[src/hw/csr_pkg.sv]
package csr_pkg;

    localparam int XLEN    = 32;
    localparam int NUM_IRQ = 8;

    typedef logic [XLEN-1:0]    xlen_t;
    typedef logic [XLEN-1:0]    addr_t;
    typedef logic [11:0]        csr_addr_t;
    typedef logic [NUM_IRQ-1:0] irq_vec_t;
    typedef logic [3:0]         wb_adr_t;

    // machine CSR numbers.
    localparam csr_addr_t CSR_MSTATUS   = 12'h300;
    localparam csr_addr_t CSR_MIE       = 12'h304;
    localparam csr_addr_t CSR_MTVEC     = 12'h305;
    localparam csr_addr_t CSR_MEPC      = 12'h341;
    localparam csr_addr_t CSR_MIP       = 12'h344;
    localparam csr_addr_t CSR_MCYCLE    = 12'hb00;
    localparam csr_addr_t CSR_MINSTRET  = 12'hb02;
    localparam csr_addr_t CSR_MCYCLEH   = 12'hb80;
    localparam csr_addr_t CSR_MINSTRETH = 12'hb82;

    localparam addr_t MTVEC_RESET = 32'h0001_0000;

    localparam int MSTATUS_MIE_BIT  = 3;
    localparam int MSTATUS_MPIE_BIT = 7;
    localparam int MEIP_BIT         = 11;

    // instruction encodings.
    localparam logic [6:0] OPCODE_SYSTEM = 7'b1110011;
    localparam xlen_t      INSTR_MRET    = 32'h3020_0073;
    localparam xlen_t      INSTR_WFI     = 32'h1050_0073;

    // interrupt controller register offsets.
    localparam wb_adr_t IRQ_PENDING = 4'h0;
    localparam wb_adr_t IRQ_ENABLE  = 4'h4;
    localparam wb_adr_t IRQ_RAW     = 4'h8;

    typedef enum logic [2:0] {
        NONE,
        WRITE,
        SET,
        CLEAR,
        MRET,
        WFI
    } csr_op_e;

    typedef struct packed {
        logic      valid;
        csr_op_e   op;
        csr_addr_t addr;
        xlen_t     operand;
        logic      operand_nz;
        addr_t     pc;
    } csr_req_t;

    typedef struct packed {
        logic    cyc;
        logic    stb;
        logic    we;
        wb_adr_t adr;
        xlen_t   dat;
    } wb_req_t;

    typedef struct packed {
        xlen_t dat;
        logic  ack;
    } wb_rsp_t;

endpackage

[src/hw/csr_decode.sv]
`timescale 1ns/1ps

module csr_decode (
    input  logic              instr_valid_i,
    input  csr_pkg::xlen_t    instr_i,
    input  csr_pkg::addr_t    pc_i,
    input  csr_pkg::xlen_t    rs1_data_i,
    output csr_pkg::csr_req_t req_o
);

    logic [6:0] opcode;
    logic [2:0] funct3;
    logic [4:0] src_field;
    logic       is_system;
    csr_pkg::xlen_t uimm;

    assign opcode    = instr_i[6:0];
    assign funct3    = instr_i[14:12];
    assign src_field = instr_i[19:15];
    assign is_system = (opcode == csr_pkg::OPCODE_SYSTEM);

    // zero-extended immediate source.
    assign uimm = {{(csr_pkg::XLEN-5){1'b0}}, src_field};

    always_comb begin
        req_o.valid      = instr_valid_i;
        req_o.addr       = instr_i[31:20];
        req_o.pc         = pc_i;
        req_o.operand_nz = |src_field;
        // funct3[2] picks the immediate form.
        req_o.operand    = funct3[2] ? uimm : rs1_data_i;
        req_o.op         = csr_pkg::NONE;

        if (is_system) begin
            case (funct3[1:0])
                2'b01: begin
                    req_o.op = csr_pkg::WRITE;
                end
                2'b10: begin
                    req_o.op = csr_pkg::SET;
                end
                2'b11: begin
                    req_o.op = csr_pkg::CLEAR;
                end
                default: begin
                    // only the fixed privileged encodings.
                    if (instr_i == csr_pkg::INSTR_MRET) begin
                        req_o.op = csr_pkg::MRET;
                    end
                    else if (instr_i == csr_pkg::INSTR_WFI) begin
                        req_o.op = csr_pkg::WFI;
                    end
                    else begin
                        req_o.op = csr_pkg::NONE;
                    end
                end
            endcase
        end
    end

endmodule

[src/hw/csr_file.sv]
`timescale 1ns/1ps

module csr_file (
    input  logic              clk,
    input  logic              rst,
    input  csr_pkg::csr_req_t req_i,
    input  logic              meip_i,
    output csr_pkg::xlen_t    rd_data_o,
    output logic              trap_o,
    output csr_pkg::addr_t    trap_pc_o,
    output logic              mret_o,
    output csr_pkg::addr_t    ret_pc_o,
    output logic              stall_o
);

    logic                               mstatus_mie_q;
    logic                               mstatus_mpie_q;
    logic                               mie_meie_q;
    logic [csr_pkg::XLEN-1:2]           mtvec_q;
    logic [csr_pkg::XLEN-1:2]           mepc_q;
    logic [2*csr_pkg::XLEN-1:0]         mcycle_q;
    logic [2*csr_pkg::XLEN-1:0]         minstret_q;
    logic                               stall_q;

    logic           req_ok;
    logic           csr_op;
    logic           wfi_go;
    logic           csr_we;
    csr_pkg::xlen_t rdata;
    csr_pkg::xlen_t wdata;
    csr_pkg::addr_t wfi_pc;

    // requests issued during a stall are dropped.
    assign req_ok = req_i.valid && !stall_q;

    assign trap_o = req_ok && meip_i && mie_meie_q && mstatus_mie_q;
    assign mret_o = req_ok && !trap_o && (req_i.op == csr_pkg::MRET);
    assign wfi_go = req_ok && !trap_o && (req_i.op == csr_pkg::WFI);

    assign csr_op = req_ok && !trap_o &&
                    ((req_i.op == csr_pkg::WRITE) ||
                     (req_i.op == csr_pkg::SET) ||
                     (req_i.op == csr_pkg::CLEAR));

    // set and clear with x0 or a zero uimm only read.
    assign csr_we = csr_op && ((req_i.op == csr_pkg::WRITE) || req_i.operand_nz);

    assign trap_pc_o = {mtvec_q, 2'b00};
    assign ret_pc_o  = {mepc_q, 2'b00};
    assign stall_o   = stall_q;
    assign wfi_pc    = req_i.pc + csr_pkg::addr_t'(4);

    always_comb begin
        rdata = '0;
        case (req_i.addr)
            csr_pkg::CSR_MSTATUS: begin
                rdata[csr_pkg::MSTATUS_MIE_BIT]  = mstatus_mie_q;
                rdata[csr_pkg::MSTATUS_MPIE_BIT] = mstatus_mpie_q;
            end
            csr_pkg::CSR_MIE: begin
                rdata[csr_pkg::MEIP_BIT] = mie_meie_q;
            end
            csr_pkg::CSR_MTVEC: begin
                rdata = {mtvec_q, 2'b00};
            end
            csr_pkg::CSR_MEPC: begin
                rdata = {mepc_q, 2'b00};
            end
            csr_pkg::CSR_MIP: begin
                rdata[csr_pkg::MEIP_BIT] = meip_i;
            end
            csr_pkg::CSR_MCYCLE: begin
                rdata = mcycle_q[csr_pkg::XLEN-1:0];
            end
            csr_pkg::CSR_MCYCLEH: begin
                rdata = mcycle_q[2*csr_pkg::XLEN-1:csr_pkg::XLEN];
            end
            csr_pkg::CSR_MINSTRET: begin
                rdata = minstret_q[csr_pkg::XLEN-1:0];
            end
            csr_pkg::CSR_MINSTRETH: begin
                rdata = minstret_q[2*csr_pkg::XLEN-1:csr_pkg::XLEN];
            end
            default: begin
                rdata = '0;
            end
        endcase
    end

    // old value, zero when the request traps.
    assign rd_data_o = csr_op ? rdata : '0;

    always_comb begin
        case (req_i.op)
            csr_pkg::SET:   wdata = rdata | req_i.operand;
            csr_pkg::CLEAR: wdata = rdata & ~req_i.operand;
            default:        wdata = req_i.operand;
        endcase
    end

    always_ff @(posedge clk or posedge rst) begin
        if (rst) begin
            mstatus_mie_q  <= 1'b0;
            mstatus_mpie_q <= 1'b0;
            mie_meie_q     <= 1'b0;
            mtvec_q        <= csr_pkg::MTVEC_RESET[csr_pkg::XLEN-1:2];
            mepc_q         <= '0;
        end
        else if (trap_o) begin
            mepc_q         <= req_i.pc[csr_pkg::XLEN-1:2];
            mstatus_mpie_q <= mstatus_mie_q;
            mstatus_mie_q  <= 1'b0;
        end
        else if (wfi_go) begin
            mepc_q <= wfi_pc[csr_pkg::XLEN-1:2];
        end
        else if (mret_o) begin
            mstatus_mie_q  <= mstatus_mpie_q;
            mstatus_mpie_q <= 1'b1;
        end
        else if (csr_we) begin
            case (req_i.addr)
                csr_pkg::CSR_MSTATUS: begin
                    mstatus_mie_q  <= wdata[csr_pkg::MSTATUS_MIE_BIT];
                    mstatus_mpie_q <= wdata[csr_pkg::MSTATUS_MPIE_BIT];
                end
                csr_pkg::CSR_MIE: begin
                    mie_meie_q <= wdata[csr_pkg::MEIP_BIT];
                end
                csr_pkg::CSR_MTVEC: begin
                    mtvec_q <= wdata[csr_pkg::XLEN-1:2];
                end
                csr_pkg::CSR_MEPC: begin
                    mepc_q <= wdata[csr_pkg::XLEN-1:2];
                end
                default: begin
                    // counters and mip ignore writes.
                end
            endcase
        end
    end

    // wfi sleeps until meip, whatever the enables say.
    always_ff @(posedge clk or posedge rst) begin
        if (rst) begin
            stall_q <= 1'b0;
        end
        else if (wfi_go) begin
            stall_q <= !meip_i;
        end
        else if (stall_q && meip_i) begin
            stall_q <= 1'b0;
        end
    end

    always_ff @(posedge clk or posedge rst) begin
        if (rst) begin
            mcycle_q   <= '0;
            minstret_q <= '0;
        end
        else begin
            mcycle_q <= mcycle_q + 1'b1;
            if (req_ok && !trap_o) begin
                minstret_q <= minstret_q + 1'b1;
            end
        end
    end

    trap_mret_excl: assert property (@(posedge clk) disable iff (rst)
        !(trap_o && mret_o))
    else $error("trap and mret raised together");

    no_issue_in_stall: assert property (@(posedge clk) disable iff (rst)
        stall_o |-> !req_i.valid)
    else $error("instruction issued while stalled");

endmodule

[src/hw/ext_irq_ctrl.sv]
`timescale 1ns/1ps

module ext_irq_ctrl (
    input  logic              clk,
    input  logic              rst,
    input  csr_pkg::irq_vec_t irq_i,
    input  csr_pkg::wb_req_t  wb_i,
    output csr_pkg::wb_rsp_t  wb_o,
    output logic              meip_o
);

    csr_pkg::irq_vec_t irq_q;
    csr_pkg::irq_vec_t pending_q;
    csr_pkg::irq_vec_t enable_q;
    csr_pkg::irq_vec_t rise;
    csr_pkg::irq_vec_t clr_mask;
    csr_pkg::xlen_t    rdat_q;
    csr_pkg::xlen_t    rdat;
    logic              ack_q;
    logic              meip_q;
    logic              access;
    logic              wr_pending;
    logic              wr_enable;

    // one access per strobe, taken while ack is low.
    assign access     = wb_i.cyc && wb_i.stb && !ack_q;
    assign wr_pending = access && wb_i.we && (wb_i.adr == csr_pkg::IRQ_PENDING);
    assign wr_enable  = access && wb_i.we && (wb_i.adr == csr_pkg::IRQ_ENABLE);

    assign rise     = irq_i & ~irq_q;
    assign clr_mask = wr_pending ? wb_i.dat[csr_pkg::NUM_IRQ-1:0] : '0;

    always_comb begin
        case (wb_i.adr)
            csr_pkg::IRQ_PENDING: rdat = csr_pkg::xlen_t'(pending_q);
            csr_pkg::IRQ_ENABLE:  rdat = csr_pkg::xlen_t'(enable_q);
            csr_pkg::IRQ_RAW:     rdat = csr_pkg::xlen_t'(irq_i);
            default:              rdat = '0;
        endcase
    end

    always_ff @(posedge clk or posedge rst) begin
        if (rst) begin
            irq_q     <= '0;
            pending_q <= '0;
            enable_q  <= '0;
            ack_q     <= 1'b0;
            meip_q    <= 1'b0;
        end
        else begin
            irq_q <= irq_i;
            // a fresh edge beats a clear in the same cycle.
            pending_q <= (pending_q & ~clr_mask) | rise;
            if (wr_enable) begin
                enable_q <= wb_i.dat[csr_pkg::NUM_IRQ-1:0];
            end
            ack_q  <= access;
            meip_q <= |(pending_q & enable_q);
        end
    end

    // read data, sampled with the access.
    always_ff @(posedge clk) begin
        if (access && !wb_i.we) begin
            rdat_q <= rdat;
        end
    end

    assign wb_o.ack = ack_q;
    assign wb_o.dat = rdat_q;
    assign meip_o   = meip_q;

    single_ack: assert property (@(posedge clk) disable iff (rst)
        (wb_o.ack && wb_i.stb) ##1 wb_i.stb |-> !wb_o.ack)
    else $error("wishbone ack held for two cycles");

endmodule

[src/hw/csr_subsys.sv]
`timescale 1ns/1ps

module csr_subsys (
    input  logic              clk,
    input  logic              rst,
    input  logic              instr_valid_i,
    input  csr_pkg::xlen_t    instr_i,
    input  csr_pkg::addr_t    pc_i,
    input  csr_pkg::xlen_t    rs1_data_i,
    input  csr_pkg::irq_vec_t irq_i,
    input  csr_pkg::wb_req_t  wb_i,
    output csr_pkg::wb_rsp_t  wb_o,
    output csr_pkg::xlen_t    rd_data_o,
    output logic              trap_o,
    output csr_pkg::addr_t    trap_pc_o,
    output logic              mret_o,
    output csr_pkg::addr_t    ret_pc_o,
    output logic              stall_o
);

    csr_pkg::csr_req_t req;
    logic              meip;

    csr_decode csr_decode_i (
        .instr_valid_i (instr_valid_i),
        .instr_i       (instr_i),
        .pc_i          (pc_i),
        .rs1_data_i    (rs1_data_i),
        .req_o         (req)
    );

    csr_file csr_file_i (
        .clk       (clk),
        .rst       (rst),
        .req_i     (req),
        .meip_i    (meip),
        .rd_data_o (rd_data_o),
        .trap_o    (trap_o),
        .trap_pc_o (trap_pc_o),
        .mret_o    (mret_o),
        .ret_pc_o  (ret_pc_o),
        .stall_o   (stall_o)
    );

    ext_irq_ctrl ext_irq_ctrl_i (
        .clk    (clk),
        .rst    (rst),
        .irq_i  (irq_i),
        .wb_i   (wb_i),
        .wb_o   (wb_o),
        .meip_o (meip)
    );

endmodule

[config.mk]
export PLATFORM = sky130hd
export DESIGN_NAME = csr_subsys
export DESIGN_NICKNAME = d
export VERILOG_FILES = /design/src/hw/csr_pkg.sv /design/src/hw/csr_decode.sv /design/src/hw/csr_file.sv /design/src/hw/ext_irq_ctrl.sv /design/src/hw/csr_subsys.sv
export SDC_FILE = /design/constraint.sdc
export NUM_CORES = 1
export LEC_CHECK = 0
export BUFFER_PORTS_ARGS = -buffer_cell sky130_fd_sc_hd__buf_2
export CAP_MARGIN = 20
export CORE_ASPECT_RATIO = 1.2
export CORE_UTILIZATION = 36
export CTS_CLUSTER_SIZE = 14
export DETAILED_ROUTE_END_ITERATION = 8
export GPL_ROUTABILITY_DRIVEN = 0
export SLEW_MARGIN = 30
export SYNTH_ARGS = -nofsm -noshare
export SYNTH_HDL_FRONTEND = slang
export SYNTH_HIERARCHICAL = 1
export SYNTH_SLANG_ARGS = --single-unit
[constraint.sdc]
create_clock -name clk -period 10.7 [get_ports clk]
set_clock_uncertainty 0.15 [all_clocks]
set_input_delay 0.535 -clock clk [delete_from_list [all_inputs] [get_ports clk]]
set_output_delay 0.535 -clock clk [all_outputs]
set_load 0.02 [all_outputs]
==> key figures, run 1 <==
Run status
  • Status: completed

Worst setup path
  • CP most frequent cell: buf_4
  • CP top delay family: buffers and inverters
  • Reg2reg start: ext_irq_ctrl_i/meip_o
  • Crit-path max FO: 60
  • Critical path launch point type: input pin
  • Crit path kind: in2out
  • CP Capture Type: primary output
  • CP max stage cell: a211oi_1
  • Crit-path max cell delay: 0.68 ns
  • Setup slack, reg-to-reg: 7.62 ns
  • CP cell instances: buf_2 > buf_4 > nand4bb_1 > a211oi_1 > nor3_1 > buf_4 > o21ai_2 > buf_4 > nor2_1 > and2_1 > buf_2
  • Worst endpoint data arrival time: 3.53 ns
  • Buffers and inverters on the worst path: 5
  • Reg-to-reg endpoint: csr_file_i/mepc_q[26]
  • Critical Path RT: 10.02 ns
  • FF-to-FF path depth: 6

Clocking
  • Clock transition at the registers of the reported paths: 0.06 ns
  • Postcts setup bufs: 0
  • Max Buffers Root-to-Sink: 3
  • CTS sink cnt: roughly 230
  • Clk root buf: clkbuf_16
  • CTS tree: yes
  • Total CTS buffers: 26
  • Skew-Pair Late Insertion Delay: 0.55 ns
  • H-tree depth: 1

Worst hold path
  • Hold path cells: 2
  • WHS Endpoint: ext_irq_ctrl_i/enable_q[2]
  • Worst min-delay path startpoint: wb_i[2]
  • Hold WC Path Type: in2reg

Floorplanning
  • Die Width: 181 um
  • Std cell rows: 78
  • Io pins: 278
  • CORE AREA: 37900 um^2
  • Die ar.: 39400 um^2
  • Starting Density: a little under two fifths
  • Die extent in y: 217 um

Finish
  • Nets: 1803
  • Layout cells sized above 1: 19.8%
  • N_diodes: 0
  • Cell area after layout: 15900 um^2
  • FILL cells: 3720
  • Sequential Area: 5700 um^2
  • Area grow syn2layout: 14.8%
  • Multi-input logic area: 7310 um^2

STA
  • Max-slew headroom: 33.7%
  • Final setup TNS: 0 ns
  • Tightest Pin Transition: 0.986 ns
  • Worst setup margin: 6.49 ns
  • Final Max Tran Viols: 0
  • Final period util: between 30% and 40%
  • Crit path time final: 4.21 ns
  • Fmax: 0.237 GHz
  • Hold slack: 0.106 ns
  • RSZ-0062 raised after global routing: no
  • Final setup violation count: 0
  • Hold Fails Final Rpt: 0

GRT
  • Global-route wire length before repair: 74.2 mm
  • Congestion Overflow GR: 0
  • Initial antenna violation count: 2
  • Number of global-route vias before repair: between 10k and 15k
  • Largest net degree at the start of global routing: 135
  • Overall global routing resource usage: 24.3%

Logic synthesis
  • Mapped Area: 13900 um^2
  • Mapped Cells: 1497
  • Synth warnings: 6
  • Mean Syn Cell Area: 9.28 um^2

Run
  • Maxcap violations: 0

Power and ir drop
  • Power per cell area: 124 nW/um^2
  • LEAKAGE: roughly 7.0 nW
  • VDD IR max: 0.129 mV

Route
  • Via count: ~13k
  • 1st-pass router iterations: 7
  • Residual DRC: 0
  • Iter 0 DRT Violations: 1015
  • Vias per cell: 5.86
  • Avg WL per Cell: 22.2 um
  • Routed WL: 47.8 mm
  • Antenna Nets Post-Route: 0

Placed design
  • DP Wirelength: 35.4 mm
  • Pre-CTS setup slack: between 6 and 7 ns
  • Input/output buffers: 221
  • Dpl cell area: 15000 um^2
==> what timing repair did <==
action | 4_1_cts | 5_1_grt
hold endpoints to repair | 34 | 0
gates resized for setup | 0 | 0
hold buffers | 9 | 0
==> registers in the layout, indices dropped and copies added, names as in the netlist <==
signal                     cells
ext_irq_ctrl_i/irq_q           8
csr_file_i/mstatus_mpie_q      1
csr_file_i/mie_meie_q          1
ext_irq_ctrl_i/enable_q        8
csr_file_i/mcycle_q           64
ext_irq_ctrl_i/ack_q           1
ext_irq_ctrl_i/rdat_q          8
csr_file_i/stall_o             1
csr_file_i/mstatus_mie_q       1
csr_file_i/mepc_q             30
csr_file_i/minstret_q         64
csr_file_i/mtvec_q            30
ext_irq_ctrl_i/pending_q       8
ext_irq_ctrl_i/meip_o          1
==> power breakdown <==
group	total [mW]	internal, mW	switching, mW	leakage, nW
Combinational	0.174	0.0645	0.110	3.65
Sequential	0.909	0.882	0.0273	2.97
Clock	0.901	0.531	0.369	0.410
Total	1.98	1.48	0.506	7.03
==> stage by stage <==
step                      instances  power, mW  utilization [%]
after global placement         2097       1.09             39.6
after floorplan                1523       1.04                -
after detailed placement       2097       1.09             39.6
final                          2153       1.98             42.1
after CTS                      2153       2.00             42.1
after global routing           2153       2.05             42.1
==> cell usage in the layout, fill, tap and decap left out, drive strengths merged, types with 24 or more instances in the layout <==
cell type and instances:
a21oi 62, a222oi 24, and3 27, buf 239, clkbuf 40, conb 28, dfrtp 217, inv 36
mux2i 35, nand2 126, nand3 82, nand4 65, nor2 118, nor2b 32, nor3 45, o21ai 54
xnor2 86, xor2 49
==> how the worst max path moves through the flow <==
stage,from,endpoint,slack [ns],depth (start not counted)
after global routing,instr_i[21],rd_data_o[1],6.23,11
after detailed placement,instr_i[14],csr_file_i/mepc_q[27],6.22,10
after CTS,instr_i[21],rd_data_o[1],6.50,11
final,instr_i[21],rd_data_o[1],6.49,11
after floorplan,rst,csr_file_i/mcycle_q[0],4.79,1
after global placement,instr_i[14],csr_file_i/mepc_q[26],6.32,10
==> layer usage <==
layer	GRT usage [%]	up-vias	share of wire, %	wire length, um
li1	-	5732	-	-
met3	2.79	134	6.1	2930
met2	42.6	559	49	23600
met1	29.8	6184	40	19100
met4	11.0	2	4.6	2200
met5	0	-	0.027	13
==> area by class of cell <==
type	count	area share (%)
Timing Repair Buffer	248	8.35
Clock buffer	40	4.73
Inverter	38	0.973
Sequential cell	226	35.7
Tap cell	480	3.77
Clock inverter	7	0.549
Multi-Input combinational cell	1114	45.9
(Power assumes the default switching activity.)
==> run 2: changes to the inputs <==
--- a/config.mk
+++ b/config.mk
@@ -5,6 +5,7 @@
 export SDC_FILE = /design/constraint.sdc
 export NUM_CORES = 1
 export LEC_CHECK = 0
+export ABC_AREA = 1
 export BUFFER_PORTS_ARGS = -buffer_cell sky130_fd_sc_hd__buf_2
 export CAP_MARGIN = 20
 export CORE_ASPECT_RATIO = 1.2
==> constraint.sdc (replaced) <==
create_clock -name clk -period 3.66 [get_ports clk]
set_clock_uncertainty 0.15 [all_clocks]
set_input_delay 0.183 -clock clk [delete_from_list [all_inputs] [get_ports clk]]
set_output_delay 0.183 -clock clk [all_outputs]
set_load 0.02 [all_outputs]
==> run 2 against run 1 <==
Clock-buffer cell count stayed put. Final area is 23% higher. Hold slack worse by 0.074 ns.
==> key figures, run 2 <==
Floorplanning
  • Die extent in y: 237 um
  • Starting Density: 36.7%
  • Die Width: 198 um
  • Std cell rows: 85
  • CORE AREA: about 45000 um^2
  • Io pins: 278
  • Die ar.: 46800 um^2

Worst setup path
  • Setup slack, reg-to-reg: between 0.4 and 0.5 ns
  • Critical path launch point type: flop
  • Crit path kind: reg2reg
  • CP Capture Type: flop
  • Reg-to-reg endpoint: csr_file_i/mepc_q[18]
  • Crit-path max FO: 35
  • Worst endpoint data arrival time: 3.55 ns
  • FF-to-FF path depth: 11
  • Reg2reg start: csr_file_i/mstatus_mie_q
  • Critical Path RT: 3.97 ns

GRT
  • Congestion Overflow GR: 0
  • Initial antenna violation count: 1
  • Global-route wire length before repair: 99.0 mm
  • Largest net degree at the start of global routing: 106
  • Number of global-route vias before repair: 16.9k
  • Overall global routing resource usage: 27.9%

Clocking
  • CTS tree: yes
  • Skew-Pair Late Insertion Delay: 0.58 ns
  • CTS sink cnt: 226
  • H-tree depth: 1
  • Max Buffers Root-to-Sink: 3
  • Clk root buf: clkbuf_16
  • Postcts setup bufs: 0
  • Total CTS buffers: 26
  • Clock transition at the registers of the reported paths: 0.06 ns

Finish
  • Area grow syn2layout: 18.4%
  • Multi-input logic area: 8780 um^2
  • Non-Filler Instances: 3336
  • Commonest non-fill, non-tap cell in the layout: nand2_1
  • Layout cells sized above 1: between 10% and 20%
  • Most frequent cells in the layout: nand2_1, nor2_1, inv_1, buf_2, dfrtp_1
  • Sequential Area: 5700 um^2
  • FILL cells: 4780
  • Biggest regs: csr_file_i/mcycle_q x64, csr_file_i/minstret_q x64
  • Nets: about 2.9k

Worst hold path
  • Hold WC Path Type: in2async

STA
  • Final setup violation count: 0
  • Hold Fails Final Rpt: 0
  • Final setup TNS: 0 ns
  • Fmax: 0.309 GHz
  • Crit path time final: about 3.2 ns
  • Final period util: 88.5%
  • Max-slew headroom: 41.5%
  • Worst setup margin: between 0.4 and 0.5 ns
  • RSZ-0062 raised after global routing: no
  • Final Max Tran Viols: 0
  • Tightest Pin Transition: 0.875 ns

Power and ir drop
  • VDD IR max: between 0.3 and 0.4 mV
  • Power per cell area: 315 nW/um^2
  • LEAKAGE: 9.77 nW

Logic synthesis
  • Mean Syn Cell Area: 6.73 um^2
  • Synth warnings: 6
  • Mapped Cells: about 2.5k
  • Mapped Area: 16500 um^2

Placed design
  • DP Wirelength: 52.3 mm
  • Cells after DPL: 3202
  • Pre-CTS setup slack: 0.550 ns
  • Input/output buffers: between 200 and 250

Run status
  • Status: completed

Run
  • Maxcap violations: 0

Route
  • Residual DRC: 0
  • Iter 0 DRT Violations: 1525
  • Vias per cell: between 5 and 6
  • Antenna Nets Post-Route: 0
  • Via count: 17.7k
  • Avg WL per Cell: 19.8 um
  • 1st-pass router iterations: 6
  • Routed WL: 66.0 mm
run 2: cell count changes in the layout (fill, tap and decap cells not counted), sizes merged, moves of 32 or more:
cell / before / now
nor2: 118 / 410
mux2i: 35 / 0
nor2b: 32 / 0
xnor2: 86 / 25
xor2: 49 / 105
dlygate4sd3: 9 / 86
o21ai: 54 / 110
nor3: 45 / 87
nand2: 126 / 626
nand3: 82 / 167
inv: 36 / 330
run 2: timing repair:
action | CTS | global route
hold endpoints to repair | 304 | 0
resized for setup | 0 | 0
hold buffers | 86 | 0
run 2: worst max path at each step:
| stage | cells after the start | end | start | slack, ns |
|---|---|---|---|---|
| 6_report | 11 | csr_file_i/mepc_q[18] | csr_file_i/mstatus_mie_q | 0.42 |
| 5_1_grt | 11 | csr_file_i/mepc_q[19] | csr_file_i/mstatus_mie_q | 0.18 |
| 4_1_cts | 11 | csr_file_i/mepc_q[19] | csr_file_i/mstatus_mie_q | 0.46 |
| 3_5_place_dp | 17 | csr_file_i/mepc_q[7] | instr_i[19] | 0.55 |
| 3_3_place_gp | 18 | csr_file_i/mepc_q[11] | instr_i[2] | 0.58 |
| 2_1_floorplan | 1 | csr_file_i/mcycle_q[0] | rst | 0.85 |
run 2: worst max-delay path, cell delays in order (launching register included):
cell and delay, ns:
dfrtp_1 0.39, nand3_1 0.13, nand2_2 0.23, nor2_4 0.08, nor2_4 0.61, nand2_1 0.15, nand2_2 0.26, inv_2 0.21
buf_4 0.22, nor2_1 0.09, a21oi_1 0.05, dlygate4sd3_1 0.56
run 2: stage by stage:
| step | hold WS [ns] | total power, mW | area, um^2 | utilization [%] |
|---|---|---|---|---|
| floorplan | 0.0644 | 3.19 | 16600 | - |
| global placement | 0.0491 | 3.40 | 17800 | 39.6 |
| detailed placement | 0.0615 | 3.41 | 17800 | 39.6 |
| CTS | 0.00734 | 6.21 | 19600 | 43.4 |
| global route | 0.0595 | 6.39 | 19600 | 43.4 |
| finish | 0.0312 | 6.16 | 19600 | 43.4 |
run 2: area by class of cell:
| class | count | share of cell area [%] |
|---|---|---|
| Clock buffer | 40 | 3.80 |
| Inverter | 331 | 6.37 |
| Clock inverter | 7 | 0.633 |
| Timing Repair Buffer | 337 | 11.3 |
| Sequential cell | 226 | 29.1 |
| Tap cell | 609 | 3.89 |
| Antenna cell | 1 | 0.0128 |
| Multi-Input combinational cell | 1785 | 44.8 |
run 2: power by group:
part | internal [mW] | switching, mW | total (mW) | leakage, nW
registers | 2.60 | 0.118 | 2.72 | 2.77
logic | 0.253 | 0.466 | 0.719 | 6.58
clock network | 1.61 | 1.12 | 2.73 | 0.418
run 2: routing by layer:
| layer | track usage (%) | up-vias | wire, um |
|---|---|---|---|
| met1 | 34.4 | 8368 | 26300 |
| li1 | - | 8233 | - |
| met2 | 46.4 | 878 | 30700 |
| met3 | 4.40 | 207 | 4910 |
| met4 | 15.4 | 0 | 4050 |
| met5 | 0 | - | 0 |
